==> config.mk <==
export PLATFORM = sky130hd
export DESIGN_NAME = rv_core
export DESIGN_NICKNAME = d
export VERILOG_FILES = /design/src/rv_isa_pkg.sv /design/src/rv_pipe_pkg.sv /design/src/rv_hazard_ctrl.sv /design/src/rv_decode.sv /design/src/rv_regfile.sv /design/src/rv_execute.sv /design/src/rv_core.sv
export SDC_FILE = /design/constraint.sdc
export NUM_CORES = 2
export LEC_CHECK = 0
export CAP_MARGIN = 30
export CORE_AREA = 2 2 385 387
export DETAILED_ROUTE_END_ITERATION = 10
export DIE_AREA = 0 0 387 389
export DONT_BUFFER_PORTS = 1
export PLACE_DENSITY_LB_ADDON = 0.08
export SLEW_MARGIN = 15
export SYNTH_ARGS = -nofsm -noshare
export SYNTH_HDL_FRONTEND = slang
export SYNTH_SLANG_ARGS = --single-unit
==> constraint.sdc <==
create_clock -name CLK -period 13.66 [get_ports CLK]
set_clock_uncertainty 0.1 [all_clocks]
set_input_delay 2.732 -clock CLK [delete_from_list [all_inputs] [get_ports CLK]]
set_output_delay 2.732 -clock CLK [all_outputs]
set_load 0.005 [all_outputs]
==> src/rv_isa_pkg.sv <==
// RV32I instruction set definitions for the reduced core
// Only the opcodes and funct codes the core decodes are listed here
// Any other encoding is treated as a bubble by the decoder
package rv_isa_pkg;

	// Data, address and instruction word
	typedef logic [31:0] word_t;

	// Register index x0..x31
	typedef logic [4:0] reg_idx_t;

	// Major opcodes, bits [6:0] of the instruction
	typedef enum logic [6:0] {
		OPC_OP     = 7'b0110011,
		OPC_OP_IMM = 7'b0010011,
		OPC_LUI    = 7'b0110111,
		OPC_LOAD   = 7'b0000011,
		OPC_STORE  = 7'b0100011,
		OPC_BRANCH = 7'b1100011,
		OPC_JAL    = 7'b1101111
	} opcode_e;

	// funct3 codes for register and immediate ALU ops
	localparam logic [2:0] F3_ADD_SUB = 3'b000;
	localparam logic [2:0] F3_SLT     = 3'b010;
	localparam logic [2:0] F3_XOR     = 3'b100;
	localparam logic [2:0] F3_OR      = 3'b110;
	localparam logic [2:0] F3_AND     = 3'b111;

	// funct3 codes for branches
	localparam logic [2:0] F3_BEQ = 3'b000;
	localparam logic [2:0] F3_BNE = 3'b001;

	// funct7 selecting SUB over ADD
	localparam logic [6:0] F7_SUB = 7'b0100000;

	// ADDI x0,x0,0, loaded into flushed fetch slots
	localparam word_t NOP_INSTR = 32'h0000_0013;

endpackage

==> src/rv_pipe_pkg.sv <==
// Pipeline control encodings shared by decode, execute, hazard control
// and the core top level
// The all-zero value of each enum is the safe idle choice
package rv_pipe_pkg;

	// ALU function selected by decode
	typedef enum logic [2:0] {
		ALU_ADD,
		ALU_SUB,
		ALU_AND,
		ALU_OR,
		ALU_XOR,
		ALU_SLT,
		ALU_PASS_B
	} alu_op_e;

	// Source of the register write-back value
	typedef enum logic [1:0] {
		WB_ALU,
		WB_MEM,
		WB_PC4
	} wb_sel_e;

	// Operand source picked by forwarding logic
	typedef enum logic [1:0] {
		FWD_REG,
		FWD_EX_MEM,
		FWD_MEM_WB
	} fwd_sel_e;

	// Per pipe register control
	typedef enum logic [1:0] {
		CTL_ENABLE,
		CTL_STALL,
		CTL_FLUSH
	} stage_ctl_e;

	// Control transfer kind, resolved in EX
	typedef enum logic [1:0] {
		BR_NONE,
		BR_BEQ,
		BR_BNE,
		BR_JUMP
	} br_kind_e;

endpackage

==> src/rv_hazard_ctrl.sv <==
// Hazard control for the five-stage pipe, purely combinational
// Taken branch or JAL in EX flushes IF/DEC and DEC/EX
// Load-use in EX stalls PC and IF/DEC and inserts one bubble
// Flush always wins over stall
// EX/MEM and MEM/WB are never held, so they have no control here
`timescale 1ns/1ps

module rv_hazard_ctrl (
	input  rv_isa_pkg::reg_idx_t   dec_rs1,
	input  rv_isa_pkg::reg_idx_t   dec_rs2,
	input  rv_isa_pkg::reg_idx_t   ex_rs1,
	input  rv_isa_pkg::reg_idx_t   ex_rs2,
	input  rv_isa_pkg::reg_idx_t   ex_rd,
	input  rv_isa_pkg::reg_idx_t   mem_rd,
	input  rv_isa_pkg::reg_idx_t   wb_rd,
	input  logic                   ex_mem_re,
	input  logic                   mem_reg_we,
	input  logic                   wb_reg_we,
	input  logic                   branch_taken,
	output rv_pipe_pkg::stage_ctl_e pc_ctl,
	output rv_pipe_pkg::stage_ctl_e if_dec_ctl,
	output rv_pipe_pkg::stage_ctl_e dec_ex_ctl,
	output rv_pipe_pkg::fwd_sel_e   fwd_a,
	output rv_pipe_pkg::fwd_sel_e   fwd_b
);
	import rv_isa_pkg::*;
	import rv_pipe_pkg::*;

	logic load_use;

	// Newest producer wins, x0 never forwarded
	function automatic fwd_sel_e pick_src(reg_idx_t src, reg_idx_t m_rd, logic m_we,
			reg_idx_t w_rd, logic w_we);
		if (m_we && (m_rd != '0) && (m_rd == src)) begin
			return FWD_EX_MEM;
		end else if (w_we && (w_rd != '0) && (w_rd == src)) begin
			return FWD_MEM_WB;
		end
		return FWD_REG;
	endfunction

	// Load in EX feeding the instruction in DEC
	assign load_use = ex_mem_re && (ex_rd != '0) &&
		((ex_rd == dec_rs1) || (ex_rd == dec_rs2));

	always_comb begin
		pc_ctl     = CTL_ENABLE;
		if_dec_ctl = CTL_ENABLE;
		dec_ex_ctl = CTL_ENABLE;
		if (branch_taken) begin
			// PC takes the target, both younger slots dropped
			if_dec_ctl = CTL_FLUSH;
			dec_ex_ctl = CTL_FLUSH;
		end else if (load_use) begin
			// Hold fetch and decode, bubble into EX
			pc_ctl     = CTL_STALL;
			if_dec_ctl = CTL_STALL;
			dec_ex_ctl = CTL_FLUSH;
		end
	end

	assign fwd_a = pick_src(ex_rs1, mem_rd, mem_reg_we, wb_rd, wb_reg_we);
	assign fwd_b = pick_src(ex_rs2, mem_rd, mem_reg_we, wb_rd, wb_reg_we);

endmodule

==> src/rv_decode.sv <==
// Instruction decoder for the RV32I subset
// Source indices are zeroed when the format does not read them,
// so hazard checks never see a false dependency
// Unknown opcodes and unsupported funct3 codes become bubbles
// reg_we is never set for rd = x0
`timescale 1ns/1ps

module rv_decode (
	input  rv_isa_pkg::word_t     instr,
	output rv_isa_pkg::reg_idx_t  rs1,
	output rv_isa_pkg::reg_idx_t  rs2,
	output rv_isa_pkg::reg_idx_t  rd,
	output rv_isa_pkg::word_t     imm,
	output rv_pipe_pkg::alu_op_e  alu_op,
	output logic                  alu_src_imm,
	output logic                  reg_we,
	output logic                  mem_re,
	output logic                  mem_we,
	output rv_pipe_pkg::wb_sel_e  wb_sel,
	output rv_pipe_pkg::br_kind_e br_kind
);
	import rv_isa_pkg::*;
	import rv_pipe_pkg::*;

	opcode_e    opcode;
	logic [2:0] funct3;
	logic [6:0] funct7;
	word_t      imm_i, imm_s, imm_b, imm_u, imm_j;
	logic       writes_rd;

	assign opcode = opcode_e'(instr[6:0]);
	assign funct3 = instr[14:12];
	assign funct7 = instr[31:25];

	// Immediate formats, all sign extended from bit 31
	assign imm_i = {{20{instr[31]}}, instr[31:20]};
	assign imm_s = {{20{instr[31]}}, instr[31:25], instr[11:7]};
	assign imm_b = {{20{instr[31]}}, instr[7], instr[30:25], instr[11:8], 1'b0};
	assign imm_u = {instr[31:12], 12'b0};
	assign imm_j = {{12{instr[31]}}, instr[19:12], instr[20], instr[30:21], 1'b0};

	always_comb begin
		// Bubble by default
		rs1         = '0;
		rs2         = '0;
		rd          = '0;
		imm         = '0;
		alu_op      = ALU_ADD;
		alu_src_imm = 1'b0;
		writes_rd   = 1'b0;
		mem_re      = 1'b0;
		mem_we      = 1'b0;
		wb_sel      = WB_ALU;
		br_kind     = BR_NONE;
		case (opcode)
			OPC_OP: begin
				rs1       = instr[19:15];
				rs2       = instr[24:20];
				rd        = instr[11:7];
				writes_rd = 1'b1;
				case (funct3)
					F3_ADD_SUB: alu_op = (funct7 == F7_SUB) ? ALU_SUB : ALU_ADD;
					F3_SLT:     alu_op = ALU_SLT;
					F3_XOR:     alu_op = ALU_XOR;
					F3_OR:      alu_op = ALU_OR;
					F3_AND:     alu_op = ALU_AND;
					default:    writes_rd = 1'b0;
				endcase
			end
			OPC_OP_IMM: begin
				// ADDI only
				rs1         = instr[19:15];
				rd          = instr[11:7];
				imm         = imm_i;
				alu_src_imm = 1'b1;
				writes_rd   = (funct3 == F3_ADD_SUB);
			end
			OPC_LUI: begin
				rd          = instr[11:7];
				imm         = imm_u;
				alu_op      = ALU_PASS_B;
				alu_src_imm = 1'b1;
				writes_rd   = 1'b1;
			end
			OPC_LOAD: begin
				// Word access assumed
				rs1         = instr[19:15];
				rd          = instr[11:7];
				imm         = imm_i;
				alu_src_imm = 1'b1;
				writes_rd   = 1'b1;
				mem_re      = 1'b1;
				wb_sel      = WB_MEM;
			end
			OPC_STORE: begin
				rs1         = instr[19:15];
				rs2         = instr[24:20];
				imm         = imm_s;
				alu_src_imm = 1'b1;
				mem_we      = 1'b1;
			end
			OPC_BRANCH: begin
				rs1 = instr[19:15];
				rs2 = instr[24:20];
				imm = imm_b;
				if (funct3 == F3_BEQ) begin
					br_kind = BR_BEQ;
				end else if (funct3 == F3_BNE) begin
					br_kind = BR_BNE;
				end
			end
			OPC_JAL: begin
				// Link value comes from the PC+4 chain
				rd        = instr[11:7];
				imm       = imm_j;
				writes_rd = 1'b1;
				wb_sel    = WB_PC4;
				br_kind   = BR_JUMP;
			end
			default: begin
			end
		endcase
	end

	assign reg_we = writes_rd && (rd != '0);

endmodule

==> src/rv_regfile.sv <==
// 32 x 32 register file, two combinational reads, one write at the edge
// x0 is never written and reads as zero
// A write in the same cycle is visible on the read ports
`timescale 1ns/1ps

module rv_regfile (
	input  logic                 CLK,
	input  logic                 rst_n,
	input  rv_isa_pkg::reg_idx_t rs1,
	input  rv_isa_pkg::reg_idx_t rs2,
	output rv_isa_pkg::word_t    rs1_data,
	output rv_isa_pkg::word_t    rs2_data,
	input  logic                 we,
	input  rv_isa_pkg::reg_idx_t rd,
	input  rv_isa_pkg::word_t    wdata
);
	import rv_isa_pkg::*;

	word_t regs [32];

	always_ff @(posedge CLK or negedge rst_n) begin
		if (!rst_n) begin
			for (int i = 0; i < 32; i++) begin
				regs[i] <= '0;
			end
		end else if (we && (rd != '0)) begin
			regs[rd] <= wdata;
		end
	end

	// Write-through covers the WB to DEC distance
	assign rs1_data = (we && (rd != '0) && (rd == rs1)) ? wdata : regs[rs1];
	assign rs2_data = (we && (rd != '0) && (rd == rs2)) ? wdata : regs[rs2];

endmodule

==> src/rv_execute.sv <==
// Execute stage datapath, purely combinational
// Operand forwarding, ALU, branch compare and target adder
// Branch compare uses the register operands, never the immediate
// store_data is the forwarded rs2 value
`timescale 1ns/1ps

module rv_execute (
	input  rv_isa_pkg::word_t     pc,
	input  rv_isa_pkg::word_t     rs1_data,
	input  rv_isa_pkg::word_t     rs2_data,
	input  rv_isa_pkg::word_t     imm,
	input  rv_isa_pkg::word_t     fwd_mem_data,
	input  rv_isa_pkg::word_t     fwd_wb_data,
	input  rv_pipe_pkg::fwd_sel_e fwd_a,
	input  rv_pipe_pkg::fwd_sel_e fwd_b,
	input  rv_pipe_pkg::alu_op_e  alu_op,
	input  logic                  alu_src_imm,
	input  rv_pipe_pkg::br_kind_e br_kind,
	output rv_isa_pkg::word_t     alu_result,
	output rv_isa_pkg::word_t     store_data,
	output rv_isa_pkg::word_t     branch_target,
	output logic                  branch_taken
);
	import rv_isa_pkg::*;
	import rv_pipe_pkg::*;

	word_t op_a, op_b_reg, op_b;

	function automatic word_t fwd_mux(fwd_sel_e sel, word_t reg_val, word_t mem_val,
			word_t wb_val);
		case (sel)
			FWD_EX_MEM: return mem_val;
			FWD_MEM_WB: return wb_val;
			default:    return reg_val;
		endcase
	endfunction

	assign op_a       = fwd_mux(fwd_a, rs1_data, fwd_mem_data, fwd_wb_data);
	assign op_b_reg   = fwd_mux(fwd_b, rs2_data, fwd_mem_data, fwd_wb_data);
	assign op_b       = alu_src_imm ? imm : op_b_reg;
	assign store_data = op_b_reg;

	always_comb begin
		case (alu_op)
			ALU_SUB:    alu_result = op_a - op_b;
			ALU_AND:    alu_result = op_a & op_b;
			ALU_OR:     alu_result = op_a | op_b;
			ALU_XOR:    alu_result = op_a ^ op_b;
			// Signed less-than
			ALU_SLT:    alu_result = {31'b0, $signed(op_a) < $signed(op_b)};
			ALU_PASS_B: alu_result = op_b;
			default:    alu_result = op_a + op_b;
		endcase
	end

	always_comb begin
		case (br_kind)
			BR_BEQ:  branch_taken = (op_a == op_b_reg);
			BR_BNE:  branch_taken = (op_a != op_b_reg);
			BR_JUMP: branch_taken = 1'b1;
			default: branch_taken = 1'b0;
		endcase
	end

	// Same adder serves branches and JAL
	assign branch_target = pc + imm;

endmodule

==> src/rv_core.sv <==
// Five-stage RV32I subset core: IF, DEC, EX, MEM, WB
// Instruction and data memories must answer combinationally, no wait states
// Branches and JAL resolve in EX, two bubbles when taken
// Load-use costs one bubble, everything else is forwarded
// Retire port mirrors the register file write, one pulse per write
`timescale 1ns/1ps

module rv_core (
	input  logic                 CLK,
	input  logic                 rst_n,
	output rv_isa_pkg::word_t    imem_addr,
	input  rv_isa_pkg::word_t    imem_rdata,
	output rv_isa_pkg::word_t    dmem_addr,
	output rv_isa_pkg::word_t    dmem_wdata,
	output logic                 dmem_we,
	output logic                 dmem_re,
	input  rv_isa_pkg::word_t    dmem_rdata,
	output logic                 wb_we,
	output rv_isa_pkg::reg_idx_t wb_rd,
	output rv_isa_pkg::word_t    wb_data
);
	import rv_isa_pkg::*;
	import rv_pipe_pkg::*;

	// Fetch
	word_t pc, pc4, next_pc;

	// Hazard control
	stage_ctl_e pc_ctl, if_dec_ctl, dec_ex_ctl;
	fwd_sel_e   fwd_a, fwd_b;

	// IF/DEC
	word_t id_instr, id_pc, id_pc4;

	// Decode outputs
	reg_idx_t dec_rs1, dec_rs2, dec_rd;
	word_t    dec_imm, dec_rs1_data, dec_rs2_data;
	alu_op_e  dec_alu_op;
	logic     dec_alu_src_imm, dec_reg_we, dec_mem_re, dec_mem_we;
	wb_sel_e  dec_wb_sel;
	br_kind_e dec_br_kind;

	// DEC/EX
	word_t    ex_pc, ex_pc4, ex_rs1_data, ex_rs2_data, ex_imm;
	reg_idx_t ex_rs1, ex_rs2, ex_rd;
	alu_op_e  ex_alu_op;
	logic     ex_alu_src_imm, ex_reg_we, ex_mem_re, ex_mem_we;
	wb_sel_e  ex_wb_sel;
	br_kind_e ex_br_kind;

	// Execute outputs
	word_t alu_result, store_data, branch_target;
	logic  branch_taken;

	// EX/MEM
	word_t    mem_alu, mem_store_data, mem_pc4, mem_fwd_data;
	reg_idx_t mem_rd;
	logic     mem_reg_we, mem_mem_re, mem_mem_we;
	wb_sel_e  mem_wb_sel;

	// MEM/WB
	word_t   wb_alu, wb_mem_data, wb_pc4;
	wb_sel_e wb_wb_sel;

	assign pc4       = pc + 32'd4;
	assign next_pc   = branch_taken ? branch_target : pc4;
	assign imem_addr = pc;

	always_ff @(posedge CLK or negedge rst_n) begin
		if (!rst_n) begin
			pc <= '0;
		end else if (pc_ctl == CTL_ENABLE) begin
			pc <= next_pc;
		end
	end

	// IF/DEC, flush drops in a NOP
	always_ff @(posedge CLK or negedge rst_n) begin
		if (!rst_n) begin
			id_instr <= NOP_INSTR;
		end else if (if_dec_ctl == CTL_FLUSH) begin
			id_instr <= NOP_INSTR;
		end else if (if_dec_ctl == CTL_ENABLE) begin
			id_instr <= imem_rdata;
		end
	end

	always_ff @(posedge CLK) begin
		if (if_dec_ctl == CTL_ENABLE) begin
			id_pc  <= pc;
			id_pc4 <= pc4;
		end
	end

	rv_decode u_decode (
		.instr       (id_instr),
		.rs1         (dec_rs1),
		.rs2         (dec_rs2),
		.rd          (dec_rd),
		.imm         (dec_imm),
		.alu_op      (dec_alu_op),
		.alu_src_imm (dec_alu_src_imm),
		.reg_we      (dec_reg_we),
		.mem_re      (dec_mem_re),
		.mem_we      (dec_mem_we),
		.wb_sel      (dec_wb_sel),
		.br_kind     (dec_br_kind)
	);

	rv_regfile u_regfile (
		.CLK      (CLK),
		.rst_n    (rst_n),
		.rs1      (dec_rs1),
		.rs2      (dec_rs2),
		.rs1_data (dec_rs1_data),
		.rs2_data (dec_rs2_data),
		.we       (wb_we),
		.rd       (wb_rd),
		.wdata    (wb_data)
	);

	// DEC/EX control bits, cleared on flush
	always_ff @(posedge CLK or negedge rst_n) begin
		if (!rst_n) begin
			ex_reg_we  <= 1'b0;
			ex_mem_re  <= 1'b0;
			ex_mem_we  <= 1'b0;
			ex_br_kind <= BR_NONE;
		end else if (dec_ex_ctl == CTL_FLUSH) begin
			ex_reg_we  <= 1'b0;
			ex_mem_re  <= 1'b0;
			ex_mem_we  <= 1'b0;
			ex_br_kind <= BR_NONE;
		end else if (dec_ex_ctl == CTL_ENABLE) begin
			ex_reg_we  <= dec_reg_we;
			ex_mem_re  <= dec_mem_re;
			ex_mem_we  <= dec_mem_we;
			ex_br_kind <= dec_br_kind;
		end
	end

	// DEC/EX payload
	always_ff @(posedge CLK) begin
		if (dec_ex_ctl == CTL_ENABLE) begin
			ex_pc          <= id_pc;
			ex_pc4         <= id_pc4;
			ex_rs1_data    <= dec_rs1_data;
			ex_rs2_data    <= dec_rs2_data;
			ex_imm         <= dec_imm;
			ex_rs1         <= dec_rs1;
			ex_rs2         <= dec_rs2;
			ex_rd          <= dec_rd;
			ex_alu_op      <= dec_alu_op;
			ex_alu_src_imm <= dec_alu_src_imm;
			ex_wb_sel      <= dec_wb_sel;
		end
	end

	rv_hazard_ctrl u_hazard (
		.dec_rs1      (dec_rs1),
		.dec_rs2      (dec_rs2),
		.ex_rs1       (ex_rs1),
		.ex_rs2       (ex_rs2),
		.ex_rd        (ex_rd),
		.mem_rd       (mem_rd),
		.wb_rd        (wb_rd),
		.ex_mem_re    (ex_mem_re),
		.mem_reg_we   (mem_reg_we),
		.wb_reg_we    (wb_we),
		.branch_taken (branch_taken),
		.pc_ctl       (pc_ctl),
		.if_dec_ctl   (if_dec_ctl),
		.dec_ex_ctl   (dec_ex_ctl),
		.fwd_a        (fwd_a),
		.fwd_b        (fwd_b)
	);

	// A JAL in MEM forwards its link value
	assign mem_fwd_data = (mem_wb_sel == WB_PC4) ? mem_pc4 : mem_alu;

	rv_execute u_execute (
		.pc            (ex_pc),
		.rs1_data      (ex_rs1_data),
		.rs2_data      (ex_rs2_data),
		.imm           (ex_imm),
		.fwd_mem_data  (mem_fwd_data),
		.fwd_wb_data   (wb_data),
		.fwd_a         (fwd_a),
		.fwd_b         (fwd_b),
		.alu_op        (ex_alu_op),
		.alu_src_imm   (ex_alu_src_imm),
		.br_kind       (ex_br_kind),
		.alu_result    (alu_result),
		.store_data    (store_data),
		.branch_target (branch_target),
		.branch_taken  (branch_taken)
	);

	// EX/MEM and MEM/WB never stall
	always_ff @(posedge CLK or negedge rst_n) begin
		if (!rst_n) begin
			mem_reg_we <= 1'b0;
			mem_mem_re <= 1'b0;
			mem_mem_we <= 1'b0;
			wb_we      <= 1'b0;
		end else begin
			mem_reg_we <= ex_reg_we;
			mem_mem_re <= ex_mem_re;
			mem_mem_we <= ex_mem_we;
			wb_we      <= mem_reg_we;
		end
	end

	always_ff @(posedge CLK) begin
		mem_alu        <= alu_result;
		mem_store_data <= store_data;
		mem_pc4        <= ex_pc4;
		mem_rd         <= ex_rd;
		mem_wb_sel     <= ex_wb_sel;
		wb_alu         <= mem_alu;
		wb_mem_data    <= dmem_rdata;
		wb_pc4         <= mem_pc4;
		wb_rd          <= mem_rd;
		wb_wb_sel      <= mem_wb_sel;
	end

	// Data port straight from EX/MEM
	assign dmem_addr  = mem_alu;
	assign dmem_wdata = mem_store_data;
	assign dmem_we    = mem_mem_we;
	assign dmem_re    = mem_mem_re;

	// Write-back select
	always_comb begin
		case (wb_wb_sel)
			WB_MEM:  wb_data = wb_mem_data;
			WB_PC4:  wb_data = wb_pc4;
			default: wb_data = wb_alu;
		endcase
	end

endmodule

Word level (Yosys, flattened, before mapping). Cells that the tools add are included.

$add $sub $neg: 4. $mul: 0. Div/mod/pow operators: 0. Order comparisons: 5. Equality and inequality tests: 41. Shifts and indexed selects: 0. Mux-type cells: 60. Bitwise gates (word level): 6. Reduce and logical (&&, ||, !) cells: 30.

Operators by type and width (count): $bwmux W1024 (1); $mux W32 (12); $bmux W32 S5 (2); $pmux W32 S2 (3); $pmux W32 S6 (1); $demux W32 S5 (1); $pmux W32 S5 (1); $add A32 B32 Y32 (2); $eq A5 B5 Y1 (8); $add A32 B3 Y32 const B (1); $and A32 B32 Y32 (1); $eq A32 B32 Y1 (1); $lt A32 B32 Y1 (1); $ne A32 B32 Y1 (1); $or A32 B32 Y32 (1); $sub A32 B32 Y32 (1); $xor A32 B32 Y32 (1); $eq A7 B6 Y1 const B (4); $mux W2 (14); $reduce_bool A5 Y1 (4); $eq A3 B3 Y1 const B (6); $ge A6 B6 Y1 const B (3); $not A5 Y6 (3); $eq A2 B2 Y1 const B (8); other kinds (22) (65).

Register bits after elaboration: 1548. Latch bits: 0. Bits in writable memories: 0. Memory bits (read-only): 0. Input bits: 66. Output and inout bits: 136. Logic and storage cells: 211. Memories kept: 0.

Depth between registers and ports, before layout.
Depth in word-level cells: 14. Gate-level depth with buffers: 25. Depth with buffers taken out: 23.

Modules after synthesis. A second synthesis with hierarchy kept.

Cells, all modules: 6084. Area total of the unflattened synthesis: 80711.2 µm².

Modules (own cells, without submodules): rv_regfile (instances 1, cells an instance 3433, area an instance 53730.3 µm², seq. area each 25624.6 µm²); rv_core (instances 1, cells an instance 978, area an instance 16191.8 µm², seq. area each 13191.4 µm²); rv_execute (instances 1, cells an instance 1503, area an instance 9596.7 µm², seq. area each 0.0 µm²); rv_decode (instances 1, cells an instance 114, area an instance 754.5 µm², seq. area each 0.0 µm²); rv_hazard_ctrl (instances 1, cells an instance 56, area an instance 437.9 µm², seq. area each 0.0 µm²).

Least setup slack after synthesis. No wires, ideal clock.

Path kind: register to register. Start point: reg wb_rd[1]. End point: reg ex_alu_op[0] (enable). Setup time: 0.722 ns. Data arrival time: 10.839 ns. Data required time: 12.838 ns. Slack: 1.999 ns. Cell stages (with the launch flop): 17. Buffers on the path: 5. Clock period less this slack: 11.661 ns. Cells stage by stage: dfxtp_1 -> buf_2 -> or4_1 -> o21ai_1 -> or4_1 -> buf_2 -> buf_6 -> mux2i_1 -> mux2i_1 -> xor2_1 -> nor4_1 -> nand2_1 -> nor4_4 -> mux2_2 -> buf_4 -> buf_4 -> nor2_1.

Word-level cells in the longest chain between the ends: 12. Elaborated cells between the ends (all ways): 23. Classes of those cells: 8 x eq/ne; 10 x mux; 5 x reduce/logical.

RTL lines: start, declared (RTL line rv_core.sv:19) `output rv_isa_pkg::reg_idx_t wb_rd,`; start signal, assigned (RTL line rv_core.sv:223) `wb_rd <= mem_rd;`; $reduce_bool A5 Y1 (RTL line rv_hazard_ctrl.sv:36) `end else if (w_we && (w_rd != '0) && (w_rd == src)) begin`; $logic_and A1 B1 Y1 (2 in a row) (RTL line rv_hazard_ctrl.sv:36); $mux W1 (RTL line rv_hazard_ctrl.sv:36); $mux W1 (RTL line rv_hazard_ctrl.sv:34) `if (m_we && (m_rd != '0) && (m_rd == src)) begin`; $mux W2 (RTL line rv_hazard_ctrl.sv:39) `return FWD_REG;`; $eq A2 B2 Y1 or $eq A2 B1 Y1 (tied branches) (RTL line rv_execute.sv:31) `case (sel)`; $pmux W32 S2 (RTL line rv_execute.sv:31); $ne A32 B32 Y1 or $eq A32 B32 Y1 (tied branches) (RTL line rv_execute.sv:59, rv_execute.sv:58); $pmux W1 S3 (*) (RTL line rv_execute.sv:57) `case (br_kind)`; $mux W2 (*) (RTL line rv_hazard_ctrl.sv:50) `if (branch_taken) begin`; $logic_not A2 Y1 (*) (RTL line rv_core.sv:144) `if (dec_ex_ctl == CTL_ENABLE) begin`; end signal, assigned (RTL line rv_core.sv:153) `ex_alu_op <= dec_alu_op;`; end, declared (RTL line rv_core.sv:46) `alu_op_e ex_alu_op;`.

Mark *: on every way between the ends. The rest lies on a longest branch, timed or not. A chain may end at the register's enable or synchronous reset.

Worst setup path in the final report.
Start point: reg wb_wb_sel[0]. End point: reg mem_alu[31], in the netlist dmem_addr[31].

Word-level cells in the longest chain between the ends: 6. Elaborated cells between the ends (all ways): 12. Classes of those cells: 2 x add/sub; 2 x eq/ne; 5 x mux; 3 x bitwise.

RTL lines: start, declared (RTL line rv_core.sv:63) `wb_sel_e wb_wb_sel;`; start signal, assigned (RTL line rv_core.sv:224) `wb_wb_sel <= mem_wb_sel;`; $eq A2 B2 Y1 or $eq A2 B1 Y1 (tied branches) (RTL line rv_core.sv:235) `case (wb_wb_sel)`; $pmux W32 S2 (*) (RTL line rv_core.sv:235); named net wb_data[2] (RTL line rv_core.sv:20) `output rv_isa_pkg::word_t wb_data`; $pmux W32 S2 (*) (RTL line rv_execute.sv:31); named net store_data[2] (RTL line rv_core.sv:52) `word_t alu_result, store_data, branch_target;`; $mux W32 (*) (RTL line rv_execute.sv:40) `assign op_b = alu_src_imm ? imm : op_b_reg;`; $add A32 B32 Y32 or $sub A32 B32 Y32 (tied branches) (RTL line rv_execute.sv:52, rv_execute.sv:45); $pmux W32 S6 (*) (RTL line rv_execute.sv:44) `case (alu_op)`; named net alu_result[31] (RTL line rv_core.sv:52); end signal, assigned (RTL line rv_core.sv:215) `mem_alu <= alu_result;`; end, declared (RTL line rv_core.sv:56) `word_t mem_alu, mem_store_data, mem_pc4, mem_fwd_data;`.

Mark *: on every way through the listed nets, which the timed path passes. The rest lies on a longest branch.

==> metrics.md <==
| Metric | Value |
|---|---|
| Result of the run | finished, final reports clean |
| IO buf count | 0 |
| Area of the die | approximately 0.15 mm2 |
| Drt wl/cell | 29.82 um |
| Number of max-slew violations in the final report | 0 |
| Reg clk slew, reported paths | 0.07 ns |
| Post-route DRC violation count | 0 |
| Worst voltage drop across the vdd grid | ~130 uV |
| Number of library cell types mapped by synthesis | 80 |
| P_leak | approximately 37 nW |
| Floorplan die height | approximately 390 um |
| # rows | 141 |
| Most used flip-flop cell after synthesis | sky130_fd_sc_hd__dfrtp_1 |
| Cell-by-cell listing of the critical path | inv_1 > ha_2 > buf_4 > o21a_1 > inv_1 > mux2i_1 > mux2i_1 > mux2_2 > ha_1 > inv_1 > a21oi_1 > nor3b_1 > o21ai_0 > a31oi_1 > nor2_1 > o31ai_1 > a311o_1 > o41a_1 > o311ai_0 > a32oi_1 |
| Number of H-tree levels | 4 |
| Vias per cell | about 6.6 |
| Ports placed on the boundary | just over 200 |
| Asr flop ratio synth | 0.7105 |
| Post-placement worst setup slack | about 6.4 ns |
| Drt total wl | ~330 mm |
| Synth Warn # | 0 |
| Pwr/cell area | about 120 mW/mm2 |
| Post CTS Setup Buffer Count | 0 |
| Layout overhead on the synthesized area | 9.748% |
| Worst slew margin relative to its limit | 0.2792 |
| Mean instance size in the synthesized netlist | around 8.6 um2 |
| Drt first pass iters | 8 |
| Fin area | around 0.088 mm2 |
| Synthesized instance count | 9,278 |
| Area of placed instances | about 0.082 mm2 |
| Vias in the first global route | approximately 67,000 |
| Mapped Area | about 0.080 mm2 |
| Post_cts resized | 0 |
| Achievable clock frequency | about 140 MHz |
| Number of buffers inserted during clock tree synthesis | 170 |
| Maximum single-stage delay on the critical path | a little under 0.7 ns |
| First-pass GRT wire length | 468.6 mm |
| Unrepaired setup endpoints after global routing | no |
| Placer congestion estimate | roughly 0.99 |
| Clock tree from TritonCTS | built |
| Worst-path maximum fanout | 64 |
| Number of antenna violations at the first check in global routing | 42 |
| Post-route setup TNS | 0 ns |
| Period utilization | 0.5144 |
| Final critical delay including setup and external delays | about 7 ns |
| Maximum root-to-sink buffer count | 3 |
| Number of endpoints with negative hold slack in the final report | 0 |
| Sinks on the clock net | around 1,500 |
| Starting density of the core | 0.5468 |
| Final #Nets | 9,025 |
| Critical path's top delay family | compound AO/OA/AOI/OAI gates |
| Number of flops mapped to enable cells by yosys | 241 |
| Largest net degree at the start of global routing | approximately 170 |
| DRC violation total after the first TritonRoute iteration | 9,851 |
| Slowest stage cell on the critical path | sky130_fd_sc_hd__o21a_1 |
| Via count of the routed design | 72,360 |
| Critical path data required time | 14.25 ns |
| Most used cells in the layout excluding fill and tap cells | sky130_fd_sc_hd__nand2_1 (2,204), sky130_fd_sc_hd__o21ai_0 (1,188), sky130_fd_sc_hd__dfrtp_1 (1,089), sky130_fd_sc_hd__nand3_1 (542), sky130_fd_sc_hd__a21oi_1 (412) |
| Net count of the mapped netlist | between 9,000 and 10,000 |
| Clock root buffer | sky130_fd_sc_hd__clkbuf_16 |
| Fraction of final layout cells sized beyond drive strength 1 | 0.08007 |
| Leading cell type in the layout, fill and taps excluded | sky130_fd_sc_hd__nand2_1 |
| Number of max-cap violations | 0 |
| Remaining number of nets flagged by the antenna check after routing | 0 |
| Crit Path Class | reg2reg |
| Most numerous cell on the critical path | sky130_fd_sc_hd__inv_1 |
| Hold-fix buffers, CTS | 0 |
| Total half-perimeter wirelength after legalization and detailed placement | approximately 190 mm |
| Overall routing resource usage | 0.4223 |
| Internal reg-to-reg setup slack | between 6 and 7 ns |
| Critical path launch point type | flop |
| FF+latch count, synth | about 1,500 |
| Crit path capture type | flop |
| Worst-margin pin slew | ~1.1 ns |
| Worst setup margin | approximately 6.6 ns |
| Worst hold-check path type | reg2reg |
| Placeable Area | roughly 0.15 mm2 |
| Final setup violation count | 0 |
| Clock latency on the worst-skew pair | between 0.8 and 0.9 ns |
| Data arrival time of the critical path | roughly 7.6 ns |
| Total overflow reported by the global router | 0 |
| Die extent in x | between 300 and 400 um |
| Worst path bufs/invs | 4 |
| Share of synthesized area occupied by flip-flops and latches | 0.4842 |
cell families (layout without fill, tap and decap cells):
kind of cell,count (synthesis),after routing,synth area share
buffers and inverters,1022,711,0.04892
AND/OR/NAND/NOR,3367,3367,0.1740
multiplexers,487,487,0.06312
adder cells (fa/ha/maj),133,133,0.02104
flip-flops,1544,1544,0.4842
other,0,17,0
AO/OA/AOI/OAI,2555,2555,0.1901
XOR/XNOR,170,170,0.01857
per-layer routing:
metal,track usage,part of all wire,vias to the layer above
li1,-,-,31560
met1,0.5724,0.39,35140
met2,0.6110,0.42,4630
met3,0.1011,0.12,1026
met4,0.2627,0.069,8
met5,0,0.00016,-
cell type report:
type / count / area, um2
Clock buffer: 252 / 4956
Inverter: 187 / 729.5
Tap cell: 1930 / 2415
Antenna cell: 17 / 42.54
Fill cell: 12800 / 58630
Sequential cell: 1544 / 38830
Timing Repair Buffer: 211 / 2295
Clock inverter: 61 / 788.3
Multi-Input combinational cell: 6712 / 37910
where the power goes:
part / internal (W) / switching [W] / leakage (nW) / total (W)
registers: 0.00484 / 0.000187 / 19.8 / 0.00503
logic: 0.000246 / 0.000636 / 14.4 / 0.000882
clock network: 0.00271 / 0.00204 / 2.80 / 0.00475
worst register-to-register path: cells and delay by family, from the launching register on:
kind	cells	cell delay, ns
compound gates	9	3.51
buf+inv	4	1.09
mux	3	0.70
fa+ha+maj	2	0.68
simple gates	2	0.45
flops	1	0.35
synthesized netlist by cell type (84+ instances only):
cell type	n	area, um2
sky130_fd_sc_hd__o22ai_1	154	963.4
sky130_fd_sc_hd__nand3_1	550	2753
sky130_fd_sc_hd__edfxtp_1	241	7237
sky130_fd_sc_hd__o21ai_0	1188	5946
sky130_fd_sc_hd__ha_1	130	1627
sky130_fd_sc_hd__a31oi_1	114	713.2
sky130_fd_sc_hd__xnor2_1	86	753.2
sky130_fd_sc_hd__o221ai_1	133	1165
sky130_fd_sc_hd__xor2_1	84	735.7
sky130_fd_sc_hd__a211oi_1	187	1404
sky130_fd_sc_hd__dfxtp_1	206	4124
sky130_fd_sc_hd__mux2_2	145	1633
sky130_fd_sc_hd__nand2_1	2237	8397
sky130_fd_sc_hd__clkbuf_1	763	2864
sky130_fd_sc_hd__nor2_1	337	1265
sky130_fd_sc_hd__dfrtp_1	1094	27380
sky130_fd_sc_hd__a21oi_1	415	2077
sky130_fd_sc_hd__mux2i_1	341	3413
sky130_fd_sc_hd__inv_1	184	690.7
state kept, by name, summed over array words and instances, names as in the netlist, 30 cells and up:
register / cells
u_regfile.regs: 1024
dmem_addr: 32
dmem_wdata: 32
ex_imm: 32
ex_pc: 32
ex_rs1_data: 32
ex_rs2_data: 32
id_instr: 32
id_pc: 32
imem_addr: 32
mem_pc4: 32
wb_alu: 32
wb_mem_data: 32
wb_pc4: 32
ex_pc4: 30
id_pc4: 30
metrics by stage:
step	power [W]	utilization	hold slack, ns	instances
final	0.01067	0.6001	0.2322	10910
after global placement	0.005946	0.5547	0.2268	10540
after CTS	0.01066	0.5981	0.2411	10880
after floorplan	0.005502	-	0.2233	9278
after detailed placement	0.005961	0.5589	0.2269	10570
after global routing	0.01094	0.5999	0.2472	10910
final timing paths:
| check | from | endpoint | depth (start not counted) |
|---|---|---|---|
| worst max-delay path | wb_wb_sel[0]$_DFF_P_ | dmem_addr[31]$_DFF_P_ | 20 |
| min in group asynchronous | rst_n | u_regfile.regs[712]$_DFFE_PN0P_ | 1 |
| worst min-delay path | ex_pc4[18]$_DFFE_PP_ | mem_pc4[18]$_DFF_P_ | 0 |
| worst min register to register | ex_pc4[18]$_DFFE_PP_ | mem_pc4[18]$_DFF_P_ | 0 |
| max in group asynchronous | rst_n | id_instr[22]$_DFFE_PN0P_ | 4 |
| worst max register to register | wb_wb_sel[0]$_DFF_P_ | dmem_addr[31]$_DFF_P_ | 20 |
Note: power is estimated with default switching activity, not from simulation.
